### src/rtl/mempool_pkg.sv
// MemPool datapath package
// Bus widths and the vector types carried by every request and response

package mempool_pkg;

  // Byte address of the host bus
  localparam int unsigned AddrWidth = 32;

  // Word carried by a single request
  localparam int unsigned DataWidth = 32;

  // One enable per byte lane
  localparam int unsigned StrbWidth = DataWidth / 8;

  // Address bits that select a byte inside a word
  localparam int unsigned ByteOffset = $clog2(StrbWidth);

  // Full byte address
  typedef logic [AddrWidth-1:0] addr_t;

  // One data word
  typedef logic [DataWidth-1:0] data_t;

  // Byte enables of one word
  typedef logic [StrbWidth-1:0] strb_t;

endpackage : mempool_pkg
### src/rtl/mempool_addr_map_pkg.sv
// MemPool system address map
// Target windows, control register offsets and boot ROM contents tag

package mempool_addr_map_pkg;

  import mempool_pkg::*;

  // L2 window start, its size comes from the bank configuration
  localparam addr_t L2MemoryBaseAddr = 32'h8000_0000;

  // Boot ROM window
  localparam addr_t       BootromBaseAddr = 32'hA000_0000;
  localparam int unsigned BootromNumWords = 64;

  // Control register window
  localparam addr_t CtrlBaseAddr = 32'h4000_0000;
  localparam addr_t CtrlSize     = 32'h0001_0000;

  // Control register byte offsets
  localparam addr_t EocOffset      = 32'h0000_0000;
  localparam addr_t WakeUpOffset   = 32'h0000_0004;
  localparam addr_t NumCoresOffset = 32'h0000_0008;
  localparam addr_t ScratchOffset  = 32'h0000_000C;

  // Upper half of every boot ROM word
  localparam logic [15:0] BootromTag = 16'hB007;

  // Decoded destination of a host request
  typedef enum logic [1:0] {
    TgtL2,
    TgtBootrom,
    TgtCtrl,
    TgtNone
  } target_e;

endpackage : mempool_addr_map_pkg

### src/rtl/soc_xbar.sv
// System address decoder
// Routes each host request to one target and returns the response a cycle later

module soc_xbar
  import mempool_pkg::*;
  import mempool_addr_map_pkg::*;
#(
  parameter addr_t L2Size = 32'h0000_1000
) (
  input  logic  clk_i,
  input  logic  rst_n_i,

  input  logic  req_i,
  input  logic  we_i,
  input  addr_t addr_i,
  input  data_t wdata_i,
  input  strb_t strb_i,

  output logic  rvalid_o,
  output logic  err_o,
  output data_t rdata_o,

  // Target side
  output logic  l2_req_o,
  output logic  rom_req_o,
  output logic  ctrl_req_o,
  output logic  we_o,
  output addr_t offset_o,
  output data_t wdata_o,
  output strb_t strb_o,
  input  data_t l2_rdata_i,
  input  data_t rom_rdata_i,
  input  data_t ctrl_rdata_i
);

  // Boot ROM window is larger than the ROM, word index wraps inside
  localparam addr_t BootromSize    = 32'h0001_0000;
  localparam addr_t L2EndAddr      = L2MemoryBaseAddr + L2Size;
  localparam addr_t BootromEndAddr = BootromBaseAddr + BootromSize;
  localparam addr_t CtrlEndAddr    = CtrlBaseAddr + CtrlSize;

  target_e tgt;
  addr_t   offset;
  logic    err;
  target_e rsp_tgt_q;
  logic    rvalid_q;
  logic    err_q;

  // Window decode
  always_comb begin
    tgt    = TgtNone;
    offset = '0;
    if (addr_i >= L2MemoryBaseAddr && addr_i < L2EndAddr) begin
      tgt    = TgtL2;
      offset = addr_i - L2MemoryBaseAddr;
    end else if (addr_i >= BootromBaseAddr && addr_i < BootromEndAddr) begin
      tgt    = TgtBootrom;
      offset = addr_i - BootromBaseAddr;
    end else if (addr_i >= CtrlBaseAddr && addr_i < CtrlEndAddr) begin
      tgt    = TgtCtrl;
      offset = addr_i - CtrlBaseAddr;
    end
  end

  // Unmapped addresses and ROM writes are answered with an error
  assign err = (tgt == TgtNone) || (tgt == TgtBootrom && we_i);

  assign l2_req_o   = req_i && (tgt == TgtL2);
  assign rom_req_o  = req_i && (tgt == TgtBootrom) && !we_i;
  assign ctrl_req_o = req_i && (tgt == TgtCtrl);
  assign we_o       = we_i;
  assign offset_o   = offset;
  assign wdata_o    = wdata_i;
  assign strb_o     = strb_i;

  // Writes and errors select no read data, so they answer with zero
  always_ff @(posedge clk_i or negedge rst_n_i) begin
    if (!rst_n_i) begin
      rvalid_q  <= 1'b0;
      err_q     <= 1'b0;
      rsp_tgt_q <= TgtNone;
    end else begin
      rvalid_q  <= req_i;
      err_q     <= req_i && err;
      rsp_tgt_q <= (req_i && !we_i) ? tgt : TgtNone;
    end
  end

  assign rvalid_o = rvalid_q;
  assign err_o    = err_q;

  always_comb begin
    unique case (rsp_tgt_q)
      TgtL2:      rdata_o = l2_rdata_i;
      TgtBootrom: rdata_o = rom_rdata_i;
      TgtCtrl:    rdata_o = ctrl_rdata_i;
      default:    rdata_o = '0;
    endcase
  end

endmodule : soc_xbar

### config.mk
export PLATFORM = sky130hd
export DESIGN_NAME = soc_xbar
export DESIGN_NICKNAME = d
export VERILOG_FILES = /design/src/rtl/mempool_pkg.sv /design/src/rtl/mempool_addr_map_pkg.sv /design/src/rtl/soc_xbar.sv
export SDC_FILE = /design/constraint.sdc
export NUM_CORES = 1
export LEC_CHECK = 0
export ABC_AREA = 0
export BUFFER_PORTS_ARGS = -buffer_cell sky130_fd_sc_hd__buf_2
export CAP_MARGIN = 20
export CORE_AREA = 2 2 105 107
export DETAILED_ROUTE_END_ITERATION = 7
export DIE_AREA = 0 0 107 109
export GPL_TIMING_DRIVEN = 0
export PLACE_DENSITY = 0.56
export RECOVER_POWER = 100
export SETUP_SLACK_MARGIN = 0.1
export SYNTH_ARGS = -nofsm -noshare
export SYNTH_HDL_FRONTEND = slang
export SYNTH_SLANG_ARGS = --single-unit
### constraint.sdc
create_clock -name clk_i -period 3.75 [get_ports clk_i]
set_clock_uncertainty 0.1 [all_clocks]
set_input_delay 0.1875 -clock clk_i [delete_from_list [all_inputs] [get_ports clk_i]]
set_output_delay 0.1875 -clock clk_i [all_outputs]
set_load 0.01 [all_outputs]
Word level (Yosys, flattened, before mapping) --
Cells that the tools add are included.
Storage, ports and cells: register bits after elaboration 4, output and inout bits 106, word-level logic and storage cells 39
Cells by class: add/subtract/negate cells 3, $lt $le $gt $ge 6, equal/unequal tests 5, muxes and demuxes 8, reduce and logical (&&, ||, !) cells 14
Operators by type and width (number):
- 2-to-1 mux 32 bit | 3
- case mux 32 bit (3 select lines) | 1
- greater-or-equal comparator 32 bit (second input constant) | 2
- less-than comparator 32 bit (second input constant) | 2
- subtractor 32 bit (second input constant) | 2
- greater-or-equal comparator 32 x 31 -> 1 bit (second input constant) | 1
- less-than comparator 32 x 31 -> 1 bit (second input constant) | 1
- subtractor 32 x 31 -> 32 bit (second input constant) | 1
- logical AND 1 bit | 10
- equality test 2 bit (second input constant) | 3
- 2-to-1 mux 2 bit | 3
- equality test 2 x 1 -> 1 bit (second input constant) | 2
- zero test 2 bit | 2
- zero test 1 bit | 1
- logical OR 1 bit | 1
- 2-to-1 mux 1 bit | 1

Logic depth before layout (Yosys ltp) --
depth after elaboration 9, mapped depth 10, gate-level depth less buffers 7

Worst setup path before layout --
OpenSTA, ideal clock, no wires.
path type input-to-output, from input port addr_i[0], to output port offset_o[20], arrival time 1.916 ns, path slack 1.546 ns, stages 7, cell sequence or4_1 nor4_4 a32o_2 a222oi_1 buf_6 buf_12 nor2b_2
Between the ends: cells in the longest elaborated chain, start to end 5
Ends and longest elaborated chain:
- start, declared | line soc_xbar.sv:15 | input addr_t addr_i,
- greater-or-equal comparator 32 x 31 -> 1 bit / less-than comparator 32 x 31 -> 1 bit (equally long branches) | line soc_xbar.sv:59 | end else if (addr_i >= CtrlBaseAddr && addr_i < CtrlEndAddr) begin
- logical AND 1 bit | line soc_xbar.sv:59
- 2-to-1 mux 32 bit | line soc_xbar.sv:59
- 2-to-1 mux 32 bit | line soc_xbar.sv:56 | end else if (addr_i >= BootromBaseAddr && addr_i < BootromEndAddr) begin
- 2-to-1 mux 32 bit * | line soc_xbar.sv:53 | if (addr_i >= L2MemoryBaseAddr && addr_i < L2EndAddr) begin
- end, declared | line soc_xbar.sv:28 | output addr_t offset_o,
Mark *: on every way between the ends. The rest lies on a longest branch, timed or not.

Worst setup path in the final report --
from input port addr_i[16], to output port offset_o[20]
The elaborated chain is that of the path after synthesis.

==> results list <==
- Measured along the y axis, the die boundary spans 109 um.
- By count the netlist is led by sky130_fd_sc_hd__buf_4 (37), sky130_fd_sc_hd__o21ai_0 (34), sky130_fd_sc_hd__nand2_1 (33).
- Yosys warning count: 0
- The wire-length estimate of the detail-placed layout is about 6700 um.
* Async SR Flop Fraction: 100%
- Critical hold path startpoint: req_i
- The die covers 0.0117 sq mm.
* GRT overflow: 0
- Post-CTS repair changed the size of 0 cells.
- In this run the number of H-tree levels came out at 1.
* Via count: between 2,000 and 3,000
- Of the total power, the share spent switching nets is 39.8%.
- Once routing completed, OpenROAD measured the worst setup slack at ~0.67 ns.
* Cells after synthesis: 238
- Root cell of the clock tree: sky130_fd_sc_hd__clkbuf_8
* Slew at the pin with the worst max-slew slack: 0.839 ns
- The longest clock path from root to sink contains 2 buffers.
* Routed wire per std cell: 12.3 um
* IR drop worst, VDD: 0.0823 mV
- After layout, the minimum clock period comes to roughly 3.1 ns.
- Sum of negative setup slack: 0 ns
* Required @ worst endpoint: about 3.5 ns
* Worst setup timing slack at the placement stage: 0.847 ns
* Worst Hold Depth: 1
- Std-Cell Rows: 38
* Share of layout cells above drive strength 1: 39.4%
* Signed area change from the synthesized netlist to the final layout: 73.4%
- Max-slew headroom at the worst pin: 44.1%
- After detailed placement, the total cell area comes to 0.00310 sq mm.
- Delay contributed by the slowest stage of the critical path: 0.63 ns
- The design draws 0.458 mW.
- The detailed router finished its first iteration with 93 violations.
* Largest fanout on the critical path: 10
- The path with the worst hold slack has its endpoint at rvalid_o.
- Total I/O pin count: 274
* Highest-delay cell along the critical path: sky130_fd_sc_hd__o32ai_1
* Number of instances in the placed design: 615
- After synthesis the cells add up to 0.00174 sq mm.
* Dominant cell type by area after synthesis: sky130_fd_sc_hd__mux2i_1
- Class of the worst hold path: input port to flop
- In this run the standard cell core region covers 0.0106 sq mm.
* Buffers on Ports: 237
- Yosys instantiated no cell more often than sky130_fd_sc_hd__buf_4.
- Die span in x: 107 um
* Crit path capture type: output pin
- The number of antenna violations at the first check in global routing came to 0.
- Number of inserted diodes: 0
* Weighted congestion reported at the end of routability-driven placement: 0.914
- TritonCTS Buffers: 3
* Data arrival, critical path: 2.80 ns
- Commonest register cell after synthesis: sky130_fd_sc_hd__dfstp_2
- Total wire length after detailed routing: 7650 um
- Relative contribution of sequential cells to total power: 10.4%
- The first global-routing pass estimated approximately 11,000 um of wire.
- Setup violations, final: 0
- Share of the clock period used by the worst path: 82.2%
- The multi-input combinational cells in the finished layout cover a total of 0.00126 sq mm.
- Portion of synthesized cell area occupied by the leading cell type: 18.4%
- Startpoint type of the worst setup path: input port
- The signal on the critical path passes through buf_2, nor4_1, nand4_1, o32ai_1, a222oi_1, clkbuf_1, buf_12, nor2b_2, clkbuf_1.
- The count of nets left with antenna violations once routing finished came out at 0.
* Achievable clock frequency: roughly 0.32 GHz
- In this run the power spent charging and discharging nets is around 0.18 mW.
- The count of final max-slew check failures was 0.
- Final Instance Count excl. Fillers: between 600 and 700
- Detailed-route vias per instance: 4.08
- Sink count of the clock tree: 4
- The first TritonRoute pass finished after 4 iterations.
- CP dominant cell by count: sky130_fd_sc_hd__clkbuf_1
* Largest net degree at the start of global routing: 11
- Top cells by area, synth: sky130_fd_sc_hd__mux2i_1 (18%), sky130_fd_sc_hd__buf_4 (16%), sky130_fd_sc_hd__o21ai_0 (9.8%)
- Power share of the combinational group: 68.9%
- Synthesis produced a netlist with a net count of 412.
* Power per cell area: 152 mW/mm^2
- The netlist uses 44 different library cells.
* Syn avg cell area: 7.30 sq um
* DR DRC count: 0
- Initial standard-cell utilization of the core: 16.4%
* Setup CP Type: input port to output pin
- Unrepaired setup endpoints after global routing: false
- Vias in the first global route: around 2,300
* Count of maximum capacitance violations: 0
* Flip-flop and latch count after synthesis: 4
- Total area of sequential cells: ~100 sq um
- The clock network accounts for 20.6% of the total power.
* Sequential area share after synthesis: 5.91%
- The run finished with clean final reports.
* Lkg Pwr: about 1.6 nW
* Final hold violation count: 0
* Cell internal pwr: 0.276 mW
- All-layer global routing usage: approximately 11%
- Fillers: around 1,200
* Post-CTS setup buffer count: 0
* Total Nets Final: 655
- TritonCTS built the clock tree.
- Post-synth EDFFs: 0
- The finished cells cover 0.00301 sq mm.
* Clk pin slew, worst setup/hold paths: 0.03 ns
[power by group through the flow]
stage | clock network, mW | logic, mW | registers [mW]
after floorplan | 0 | 0.176 | 0.0483
after global placement | 0 | 0.330 | 0.0486
after detailed placement | 0 | 0.334 | 0.0485
after CTS | 0.0979 | 0.336 | 0.0480
after global routing | 0.103 | 0.345 | 0.0483
final | 0.0945 | 0.316 | 0.0478
[cell usage in the layout, fill, tap and decap left out, types with 2 or more instances in the layout]
cell                       count
sky130_fd_sc_hd__a32oi_1       2
sky130_fd_sc_hd__or4_1         3
sky130_fd_sc_hd__ha_1          6
sky130_fd_sc_hd__o21ai_0      34
sky130_fd_sc_hd__nor2b_4       7
sky130_fd_sc_hd__nor3_1        6
sky130_fd_sc_hd__mux2i_1      32
sky130_fd_sc_hd__clkbuf_1    121
sky130_fd_sc_hd__inv_1         5
sky130_fd_sc_hd__dfrtp_1       2
sky130_fd_sc_hd__clkbuf_8      3
sky130_fd_sc_hd__and2b_1       7
sky130_fd_sc_hd__nand3_1       2
sky130_fd_sc_hd__nor2b_2       3
sky130_fd_sc_hd__dfstp_2       2
sky130_fd_sc_hd__buf_4        37
sky130_fd_sc_hd__nor2_1        3
sky130_fd_sc_hd__nor2b_1      14
sky130_fd_sc_hd__and3_1        2
sky130_fd_sc_hd__nand2_1      33
sky130_fd_sc_hd__buf_2       131
sky130_fd_sc_hd__nor4_1        2
[metrics by stage]
stage          utilization [%]  hold WS (ns)
4_1_cts                   29.7        0.0381
3_5_place_dp              29.2        -0.105
6_report                  28.4        0.0713
2_1_floorplan                -        -0.208
5_1_grt                   28.4        0.0880
3_3_place_gp              29.2        -0.108
[flip-flops by register name, indices dropped and copies added, names as in the netlist]
register,count
err_o,1
rsp_tgt_q,2
rvalid_o,1
[layout make-up]
| type | instances | share of cell area [%] |
|---|---|---|
| flip-flops and latches | 4 | 3.41 |
| repair buffers | 238 | 35.3 |
| well taps | 140 | 5.82 |
| clock buffers | 4 | 1.50 |
| inverters | 5 | 0.623 |
| multi-input cells | 177 | 41.7 |
| plain buffers | 52 | 11.6 |
[layer usage]
layer	wire length, um	track usage (%)	vias to the layer above
met1	3070	13.7	1105
met4	59	2.41	0
met3	675	1.79	6
met5	0	0	-
met2	3850	20.5	139
li1	-	-	1280
[kinds of logic (layout without fill, tap and decap cells)]
family	count (synthesis)	count (layout)	synth area share (%)
flip-flops	4	4	5.91
AND/OR/NAND/NOR	87	87	30.9
buffers and inverters	57	299	21.8
adder cells (fa/ha/maj)	6	6	4.32
XOR/XNOR	1	1	0.504
AO/OA/AOI/OAI	51	51	18.2
multiplexers	32	32	18.4
[worst max path at each step]
stage | start | slack [ns] | endpoint | cells after the start
after floorplan | addr_i[0] | 1.55 | offset_o[20] | 7
after global placement | addr_i[16] | 0.90 | offset_o[22] | 9
after detailed placement | addr_i[16] | 0.85 | offset_o[20] | 9
after CTS | addr_i[16] | 0.85 | offset_o[20] | 9
final | addr_i[16] | 0.67 | offset_o[20] | 9
after global routing | addr_i[16] | 0.36 | offset_o[20] | 9
[critical path, delay by kind of cell]
kind / cells / cell delay (ns)
AO/OA/AOI/OAI: 2 / 0.89
buffers and inverters: 4 / 0.77
AND/OR/NAND/NOR: 3 / 0.95
[repair_timing]
item / CTS / global route
setup endpoints to repair: 0 / 0
endpoints found under the hold margin: 4 / 0
hold buffers: 1 / 0
Note: power is estimated with default switching activity, not from simulation.
