[config.mk]
export PLATFORM = sky130hd
export DESIGN_NAME = ctrl_registers
export DESIGN_NICKNAME = d
export VERILOG_FILES = /design/src/rtl/mempool_pkg.sv /design/src/rtl/mempool_addr_map_pkg.sv /design/src/rtl/ctrl_registers.sv
export SDC_FILE = /design/constraint.sdc
export NUM_CORES = 1
export LEC_CHECK = 0
export BUFFER_PORTS_ARGS = -buffer_cell sky130_fd_sc_hd__buf_2
export CORE_ASPECT_RATIO = 0.9
export CORE_UTILIZATION = 55
export DETAILED_ROUTE_END_ITERATION = 12
export GPL_ROUTABILITY_DRIVEN = 0
export PLACE_DENSITY = 0.93
export SYNTH_ARGS = -nofsm -noshare
export SYNTH_HDL_FRONTEND = slang
export SYNTH_SLANG_ARGS = --single-unit
[constraint.sdc]
create_clock -name clk_i -period 1.6 [get_ports clk_i]
set_input_delay 0.24 -clock clk_i [delete_from_list [all_inputs] [get_ports clk_i]]
set_output_delay 0.24 -clock clk_i [all_outputs]
set_load 0.005 [all_outputs]
[src/rtl/mempool_pkg.sv]
// MemPool datapath package
// Bus widths and the vector types carried by every request and response

package mempool_pkg;

  // Byte address of the host bus
  localparam int unsigned AddrWidth = 32;

  // Word carried by a single request
  localparam int unsigned DataWidth = 32;

  // One enable per byte lane
  localparam int unsigned StrbWidth = DataWidth / 8;

  // Address bits that select a byte inside a word
  localparam int unsigned ByteOffset = $clog2(StrbWidth);

  // Full byte address
  typedef logic [AddrWidth-1:0] addr_t;

  // One data word
  typedef logic [DataWidth-1:0] data_t;

  // Byte enables of one word
  typedef logic [StrbWidth-1:0] strb_t;

endpackage : mempool_pkg
[src/rtl/mempool_addr_map_pkg.sv]
// MemPool system address map
// Target windows, control register offsets and boot ROM contents tag

package mempool_addr_map_pkg;

  import mempool_pkg::*;

  // L2 window start, its size comes from the bank configuration
  localparam addr_t L2MemoryBaseAddr = 32'h8000_0000;

  // Boot ROM window
  localparam addr_t       BootromBaseAddr = 32'hA000_0000;
  localparam int unsigned BootromNumWords = 64;

  // Control register window
  localparam addr_t CtrlBaseAddr = 32'h4000_0000;
  localparam addr_t CtrlSize     = 32'h0001_0000;

  // Control register byte offsets
  localparam addr_t EocOffset      = 32'h0000_0000;
  localparam addr_t WakeUpOffset   = 32'h0000_0004;
  localparam addr_t NumCoresOffset = 32'h0000_0008;
  localparam addr_t ScratchOffset  = 32'h0000_000C;

  // Upper half of every boot ROM word
  localparam logic [15:0] BootromTag = 16'hB007;

  // Decoded destination of a host request
  typedef enum logic [1:0] {
    TgtL2,
    TgtBootrom,
    TgtCtrl,
    TgtNone
  } target_e;

endpackage : mempool_addr_map_pkg

[src/rtl/ctrl_registers.sv]
// Control and status registers
// End of computation, core wake-up, core count and a scratch word

module ctrl_registers
  import mempool_pkg::*;
  import mempool_addr_map_pkg::*;
#(
  parameter int unsigned NumCores = 4
) (
  input  logic                clk_i,
  input  logic                rst_n_i,
  input  logic                req_i,
  input  logic                we_i,
  input  addr_t               offset_i,
  input  data_t               wdata_i,
  output data_t               rdata_o,
  output logic [NumCores-1:0] wake_up_o,
  output logic                eoc_valid_o
);

  data_t               eoc_q;
  data_t               scratch_q;
  logic [NumCores-1:0] wake_up_q;
  data_t               rdata_d;
  data_t               rdata_q;
  logic                wr_en;

  assign wr_en = req_i && we_i;

  always_ff @(posedge clk_i or negedge rst_n_i) begin
    if (!rst_n_i) begin
      eoc_q     <= '0;
      scratch_q <= '0;
      wake_up_q <= '0;
    end else begin
      if (wr_en && offset_i == EocOffset) begin
        eoc_q <= wdata_i;
      end
      if (wr_en && offset_i == ScratchOffset) begin
        scratch_q <= wdata_i;
      end
      // Wake-up is a single-cycle pulse, never held
      wake_up_q <= (wr_en && offset_i == WakeUpOffset) ? wdata_i[NumCores-1:0] : '0;
    end
  end

  // Read mux, unknown offsets and the wake-up slot read as zero
  always_comb begin
    unique case (offset_i)
      EocOffset:      rdata_d = eoc_q;
      NumCoresOffset: rdata_d = data_t'(NumCores);
      ScratchOffset:  rdata_d = scratch_q;
      default:        rdata_d = '0;
    endcase
  end

  always_ff @(posedge clk_i) begin
    if (req_i && !we_i) begin
      rdata_q <= rdata_d;
    end
  end

  assign rdata_o     = rdata_q;
  assign wake_up_o   = wake_up_q;
  assign eoc_valid_o = eoc_q[0];

endmodule : ctrl_registers

# After elaboration in Yosys (flattened, before gate mapping)
# Cells that the tools add are included.
dict set report totals {
  word_cells 16
  inputBits 68
  regBits 100
}
dict set report op_classes {
  muxes 2
  reduce_logical 7
  n_eq_ne 3
}
# cell n
set op_table {}
lappend op_table {{case mux 32 bit (3 select lines)} 1}
lappend op_table {{== test 32 x 4 -> 1 bit, second input constant} 2}
lappend op_table {{== test 32 x 3 -> 1 bit, second input constant} 1}
lappend op_table {{zero test 32 bit} 1}
lappend op_table {{logical AND 1 bit} 5}
lappend op_table {{2-to-1 mux 4 bit} 1}
lappend op_table {{zero test 1 bit} 1}

# Depth between registers and ports, before layout
# Gate-level depths: netlist (run 1).
dict set report logic_depth {
  ltp_word 3
  mapped_depth 6
  mapped_depth_nobuf 4
}

# Worst setup path before layout (run 1)
# Ideal clock, no wire load.
dict set report synth_timing {
  path_type {input to register}
  startpoint {input we_i}
  endpoint {register rdata_q[0], in the netlist rdata_o[0], enable pin}
  setup_ns 0.425
  required_time_ns 1.175
  t_arrival_ns 1.692
  path_stages 1
  slack_ns -0.518
  n_path_buf 0
  cell_sequence {nor2b_1}
}
dict set report synth_between {
  elab_chain_len 2
}
# item line_no
set synth_rtl {}
lappend synth_rtl {{start: declaration} ctrl_registers.sv:13} ;# input logic we_i,
lappend synth_rtl {{zero test 1 bit} ctrl_registers.sv:58} ;# if (req_i && !we_i) begin
lappend synth_rtl {{logical AND 1 bit} ctrl_registers.sv:58}
lappend synth_rtl {{end signal: assignment} ctrl_registers.sv:59} ;# rdata_q <= rdata_d;
lappend synth_rtl {{end: declaration} ctrl_registers.sv:25} ;# data_t rdata_q;
# Every way passes these cells.
# A chain may end at the register's enable or synchronous reset.

# Worst setup path in the final report (run 1)
dict set report layout_timing {
  startpoint {input offset_i[9]}
  endpoint {register eoc_q[19]}
}
dict set report layout_between {
  elab_chain_len 2
}
# item line_no
set layout_rtl {}
lappend layout_rtl {{start: declaration} ctrl_registers.sv:14} ;# input addr_t offset_i,
lappend layout_rtl {{zero test 32 bit} ctrl_registers.sv:36} ;# if (wr_en && offset_i == EocOffset) begin
lappend layout_rtl {{logical AND 1 bit} ctrl_registers.sv:36}
lappend layout_rtl {{end signal: assignment} ctrl_registers.sv:37} ;# eoc_q <= wdata_i;
lappend layout_rtl {{end: declaration} ctrl_registers.sv:21} ;# data_t eoc_q;
# Every way passes these cells.

==> results.ini, run 1 <==
[cells_and_area]
nFillCells=485
fin_cells=492
synthToLayoutAreaGrowth_pct=27.7
finalNetCount=459
drive_above_1_share_pct=54.5
utilization_pct=72.5
antenna_cells=0
fin_area_um2=5440

[global_routing]
met3_usage_pct=4.96
grt_pass1_vias=2807
grt-ovfl-total=0
gr-usage-met2_pct=40.1
grt_pass1_wl_um=14500
grt_max_degree=69
grt.busiest_layer=met2
antenna_found_initial=0
grtUsageTotal_pct=24.1
use_met1_pct=32.2

[pwr]
vdd_drop_max_mv=0.489
power_leakage_uw=0.00238
powerDensity_nw_per_um2=860

[worst_setup_path]
path_class=input port to flop
crit_fanout=8
cp_data_required_time_ps=1850
startpoint_type=input port
worstPathArrival_ps=1880
critical_path.endpoint_type=flop

[floorplan]
die_area_um2=8100
start_util_pct=56.8
num_rows=30
fp.dieH_um=85.5
core_um2=7510
die_x_um=94.8
ioPinCount=105

[run_status]
violations=negative setup slack
outcome=finished with violations

[routing]
drc=0
ant_nets=0
vias=2781
dr.pass1.iters=4
finalWirelength_um=9940
drt_iter0_drc=184
vias_per_cell=5.65
wl_per_cell_um=20.2

[clock_tree]
clkSinkCount=100
cts_buffer_depth=2
htreeDepth=3
root_buffer=clkbuf_8
insertion_delay_ps=360
cts_buffers=9
cts_tree=yes
clkTransAtPathRegs_ps=100

[min_path]
hold_class=input port to flop

[timing]
finalMaxSlewViolations=0
holdWs_ps=119
fin_crit_sh_pct=102
hold_viol_final=0
rsz0062_at_grt=yes
period_minus_slack_ps=1630
worst_pin_slew_ps=475
setup_ws_ps=-32.2
setup_viol=16
relSlewSlack_pct=68.3
skew_ps=7.83
fmax_ghz=0.613

[synthesis]
yosys_warnings=0
syn-num-nets=340
synth_edf_count=32
synthArstFlopShare_pct=68.0
ys_seq_area_share_pct=62.5
syn_avg_cell_area_um2=15.7
synth_ff_type=dfrtp_1
synth.cell_area_um2=4260
ys_types=20
ys_ff_latch=100
synthCells=272

[placed_design]
hpwl_um=5920
placed_cells_incl_taps=469
place_area_um2=5030
io_buffers=104

[flow_run]
cap_violations=0

==> registers in the layout, indices dropped and copies added (netlist names) <==
name	flops
rdata_o	32
wake_up_o	4
scratch_q	32
eoc_q	32
==> report_power, final <==
part / internal [uW] / switching, uW / total (uW)
Combinational: 132 / 178 / 310
Sequential: 2680 / 11.3 / 2690
Clock: 821 / 861 / 1680
Total: 3630 / 1050 / 4680
==> area by class of cell <==
class                   instances  area [um^2]  share of cell area (%)
clock buffers                  12          155                    2.85
clock inverters                 4         56.3                    1.03
inverters                       1         3.75                  0.0690
multi-input cells             154         1600                    29.4
flip-flops and latches        100         2660                    48.9
well taps                      96          120                    2.21
repair buffers                125          842                    15.5
==> through the flow <==
| stage | setup TNS (ps) | power, uW | setup slack (ps) |
|---|---|---|---|
| detailed placement | -29280 | 3030 | -426 |
| finish | -351 | 4680 | -32.2 |
| CTS | -27.1 | 4690 | -20.1 |
| global placement | -26550 | 3020 | -381 |
| global route | -951 | 4840 | -64.8 |
| floorplan | -15720 | 2800 | -249 |
==> Yosys cell counts, types with 2 or more instances <==
library cell  count  area share [%]
a22oi_1          31             5.5
and3_1            4            0.59
buf_6             6             1.6
clkbuf_1         11            0.97
dfrtp_1          68              40
edfxtp_1         32              23
mux2_2            4             1.1
mux2_4           60              21
nand2_1           2            0.18
nor2_1           37             3.3
nor4_1            7             1.0
nor4_4            2             1.0
==> layout by cell type (no fill, tap or decap), drive strengths merged <==
cell         count
nor2            37
nor4             9
clkbuf          15
inv              2
dlygate4sd3      1
nand2            2
a22oi           31
nand4            2
nor3b            1
dfrtp           68
a21oi            1
mux2            64
buf            121
and2             1
nor2b            1
edfxtp          32
and3             4
clkinv           2
or2              1
bufinv           1
==> cell families (layout without fill, tap and decap cells) <==
group | Yosys count | after routing | synth area share, %
AO/OA/AOI/OAI | 32 | 32 | 5.58
buffers and inverters | 18 | 142 | 2.64
flip-flops | 100 | 100 | 62.5
multiplexers | 64 | 64 | 22.2
AND/OR/NAND/NOR | 58 | 58 | 7.11
==> worst paths after layout <==
check | cells past startpoint | end | startpoint | slack, ps
worst max-delay path | 8 | eoc_q[19] | offset_i[9] | -30
worst min-delay path | 2 | eoc_q[26] | wdata_i[26] | 120
worst max register to register | 4 | rdata_o[2] | eoc_q[2] | 590
worst min register to register | 1 | eoc_q[2] | eoc_q[2] | 520
max in group asynchronous | 3 | eoc_q[31] | rst_n_i | 860
min in group asynchronous | 3 | scratch_q[10] | rst_n_i | 410
==> critical path, stage by stage <==
cell       delay, ps
buf_6            100
nor4_4           250
nand4_1          150
buf_6            160
nor4_4           320
buf_4            200
clkbuf_16        170
mux2_4           300
==> routing by layer <==
metal	wire [um]	share of wire (%)	up-vias
met5	0	0	-
met4	189	1.9	0
met3	557	5.6	17
met2	5040	51	113
met1	4160	42	1416
li1	-	-	1235
==> timing repair <==
item | in CTS | in global routing
cloned | 0 | 3
endpoints found under the hold margin | 68 | 0
hold buffers | 1 | 0
pin swaps | 0 | 2
gates resized for setup | 2 | 16
buffers inserted | 0 | 3
endpoints found under the setup margin | 7 | 64
(Power assumes the default switching activity.)
==> inputs of run 2 (changes only) <==
--- a/config.mk
+++ b/config.mk
@@ -5,11 +5,13 @@
 export SDC_FILE = /design/constraint.sdc
 export NUM_CORES = 1
 export LEC_CHECK = 0
+export ABC_AREA = 1
 export BUFFER_PORTS_ARGS = -buffer_cell sky130_fd_sc_hd__buf_2
 export CORE_ASPECT_RATIO = 0.9
 export CORE_UTILIZATION = 55
 export DETAILED_ROUTE_END_ITERATION = 12
 export GPL_ROUTABILITY_DRIVEN = 0
+export GPL_TIMING_DRIVEN = 0
 export PLACE_DENSITY = 0.93
 export SYNTH_ARGS = -nofsm -noshare
 export SYNTH_HDL_FRONTEND = slang
==> results.ini, run 2 <==
[synthesis]
synthTopCellsByCount=204 x nand2_1, 100 x nand3_1, 68 x dfrtp_1, 32 x edfxtp_1, 25 x nor2_1
synthCells=478  ; +76%
syn-num-nets=546  ; +61%
synth_top_family_by_area=simple AND/OR/NAND/NOR gates
yosys_warnings=0  ; unchanged
syn_avg_cell_area_um2=9.05  ; -42%
ys_types=15  ; -25%
synth_top_area_cell=dfrtp_1
synthSimpleGateAreaFrac_pct=33.5  ; +26 points
synth_xor_xnor_area_share_pct=0  ; unchanged
synth_edf_count=32  ; unchanged
yosysMostFrequentCell=nand2_1
synth-compound-area-share_pct=0  ; -5.6 points
synth_fa_ha_area_share_pct=0  ; unchanged
synthArstFlopShare_pct=68.0  ; unchanged
synth_ff_type=dfrtp_1
synth_area_leaders=dfrtp_1 39%, edfxtp_1 22%, nand2_1 18%
synth.cell_area_um2=4330  ; +1.5%
yosysTopAreaCellShare_pct=39.3  ; -0.60 points
synth_mux_area_share_pct=0  ; -22 points
ys_seq_area_share_pct=61.5  ; -0.94 points
ys_ff_latch=100  ; unchanged

[run_status]
outcome=finished with violations
violations=negative hold slack

[worst_setup_path]
critical_path.endpoint_type=flop
r2r_end=rdata_o[4]
crit_top_cell=nor2_1
startpoint_type=input port
path_class=input port to flop
worstPathArrival_ps=1670  ; -210 ps
rrSetupSlack_ps=770  ; +180 ps
slowest_stage=nor2_1
crit_fanout=10  ; +2
slowest_delay_ps=420  ; +100 ps
path_cells=buf_2 > nor2_1 > inv_1 > nor2_1 > clkbuf_1 > nand3_1 > nand2_1
r2r_cells=2  ; -2
r2r_start=scratch_q[4]
cp_data_required_time_ps=1840  ; about the same

[timing]
fmax_ghz=0.701  ; +14%
skew_ps=7.42  ; -0.412 ps
rsz0062_at_grt=no
holdWs_ps=-34.4  ; -154 ps
period_minus_slack_ps=1430  ; -206 ps
hold_viol_final=68  ; +68
setup_viol=0  ; -16
relSlewSlack_pct=38.0  ; -30 points
setup_ws_ps=174  ; +206 ps
fin_crit_sh_pct=89.1  ; -13 points
tns_ps=0  ; +351 ps
worst_pin_slew_ps=928  ; +453 ps
finalMaxSlewViolations=0  ; unchanged

[clock_tree]
cts_tree=yes
insertion_delay_ps=380  ; +20 ps
cts_buffers=9  ; unchanged
clkTransAtPathRegs_ps=100  ; about the same
htreeDepth=3  ; unchanged
hold_buffers=0  ; -1
clkSinkCount=100  ; unchanged
root_buffer=clkbuf_8
cts_buffer_depth=2  ; unchanged

[routing]
finalWirelength_um=10500  ; +5.6%
drc=0  ; unchanged
vias=3853  ; +39%
ant_nets=0  ; unchanged
vias_per_cell=5.55  ; -1.8%
drt_iter0_drc=345  ; +88%
dr.pass1.iters=5  ; +1
wl_per_cell_um=15.1  ; -25%

[floorplan]
die_x_um=95.5  ; +0.74%
core_um2=7580  ; +1.0%
die_area_um2=8230  ; +1.5%
ioPinCount=105  ; unchanged
fp.dieH_um=86.1  ; +0.74%
start_util_pct=57.1  ; +0.30 points
num_rows=30  ; unchanged

[placed_design]
io_buffers=104  ; unchanged
place_area_um2=4980  ; -0.97%
hpwl_um=7330  ; +24%
place_ws_ps=-241  ; +185 ps

[flow_run]
cap_violations=0  ; unchanged

[global_routing]
grt-ovfl-total=0  ; unchanged
grt_pass1_wl_um=17200  ; +19%
grtUsageTotal_pct=28.1  ; +4.0 points
grt_pass1_vias=3767  ; +34%
antenna_found_initial=0  ; unchanged
grt_max_degree=69  ; unchanged

[pwr]
powerDensity_nw_per_um2=882  ; +2.5%
vdd_drop_max_mv=0.404  ; -17%
power_leakage_uw=0.00272  ; +14%
fin_total_pwr_uw=4560  ; -2.6%

[cells_and_area]
synthToLayoutAreaGrowth_pct=19.5
fin_area_um2=5170  ; -5.0%
layout_commonest_cell=nand2_1
final_cell_mix=204 x nand2_1, 117 x buf_2, 100 x nand3_1
antenna_cells=0  ; unchanged
drive_above_1_share_pct=24.9  ; -30 points
finalNetCount=661  ; +44%

[min_path]
hold_class=input port to asynchronous set/reset pin

==> run 2: cells by family (layout without fill, tap and decap cells) <==
group	Yosys count	count (layout)
AND/OR/NAND/NOR	340	340
flip-flops	100	100
buffers and inverters	38	158
==> run 2: worst max-delay path by stage <==
stage                     depth (start not counted)           to  slack [ps]        start
after floorplan                                   2   rdata_o[0]          90        req_i
after global placement                            2  rdata_o[13]        -330         we_i
after global routing                              7  rdata_o[20]          30  offset_i[1]
final                                             7  rdata_o[20]         170  offset_i[1]
after CTS                                         7   rdata_o[4]         130  offset_i[1]
after detailed placement                          7   rdata_o[4]        -240  offset_i[1]
==> run 2: routing by layer <==
layer,vias up,share of wire [%],track usage (%)
li1,1783,-,-
met1,1807,38,35.2
met2,234,50,46.6
met3,29,9.5,6.12
met4,0,2.5,13.3
met5,-,0,0
==> run 2: what timing repair did <==
action	in CTS	in global routing
setup endpoints to repair	0	16
hold endpoints to repair	0	0
resized for setup	0	4
buffers inserted	0	0
==> run 2: layout make-up <==
class                      count  area (um^2)
sequential                   100         2660
fill                         581         2410
inverter                       9         33.8
timing repair buffer         104          523
clock buffer                  10          128
clock inverter                 6         63.8
tap                           96          120
buffer                        29          181
multi-input combinational    340         1460
==> run 2: report_power, final <==
part           total, uW  internal (uW)  switching, uW
clock               1600            725            876
combinational        273            101            172
sequential          2690           2680           9.14
total               4560           3500           1060
==> run 2: per-stage QoR <==
step                util, %  cells
global route           68.2    694
detailed placement     65.6    678
global placement       65.5    678
CTS                    68.2    694
floorplan                 -    478
finish                 68.2    694
==> run 2: critical path, delay by kind of cell <==
kind	cells	cell delay, ps
AND/OR/NAND/NOR	4	810
buffers and inverters	3	610
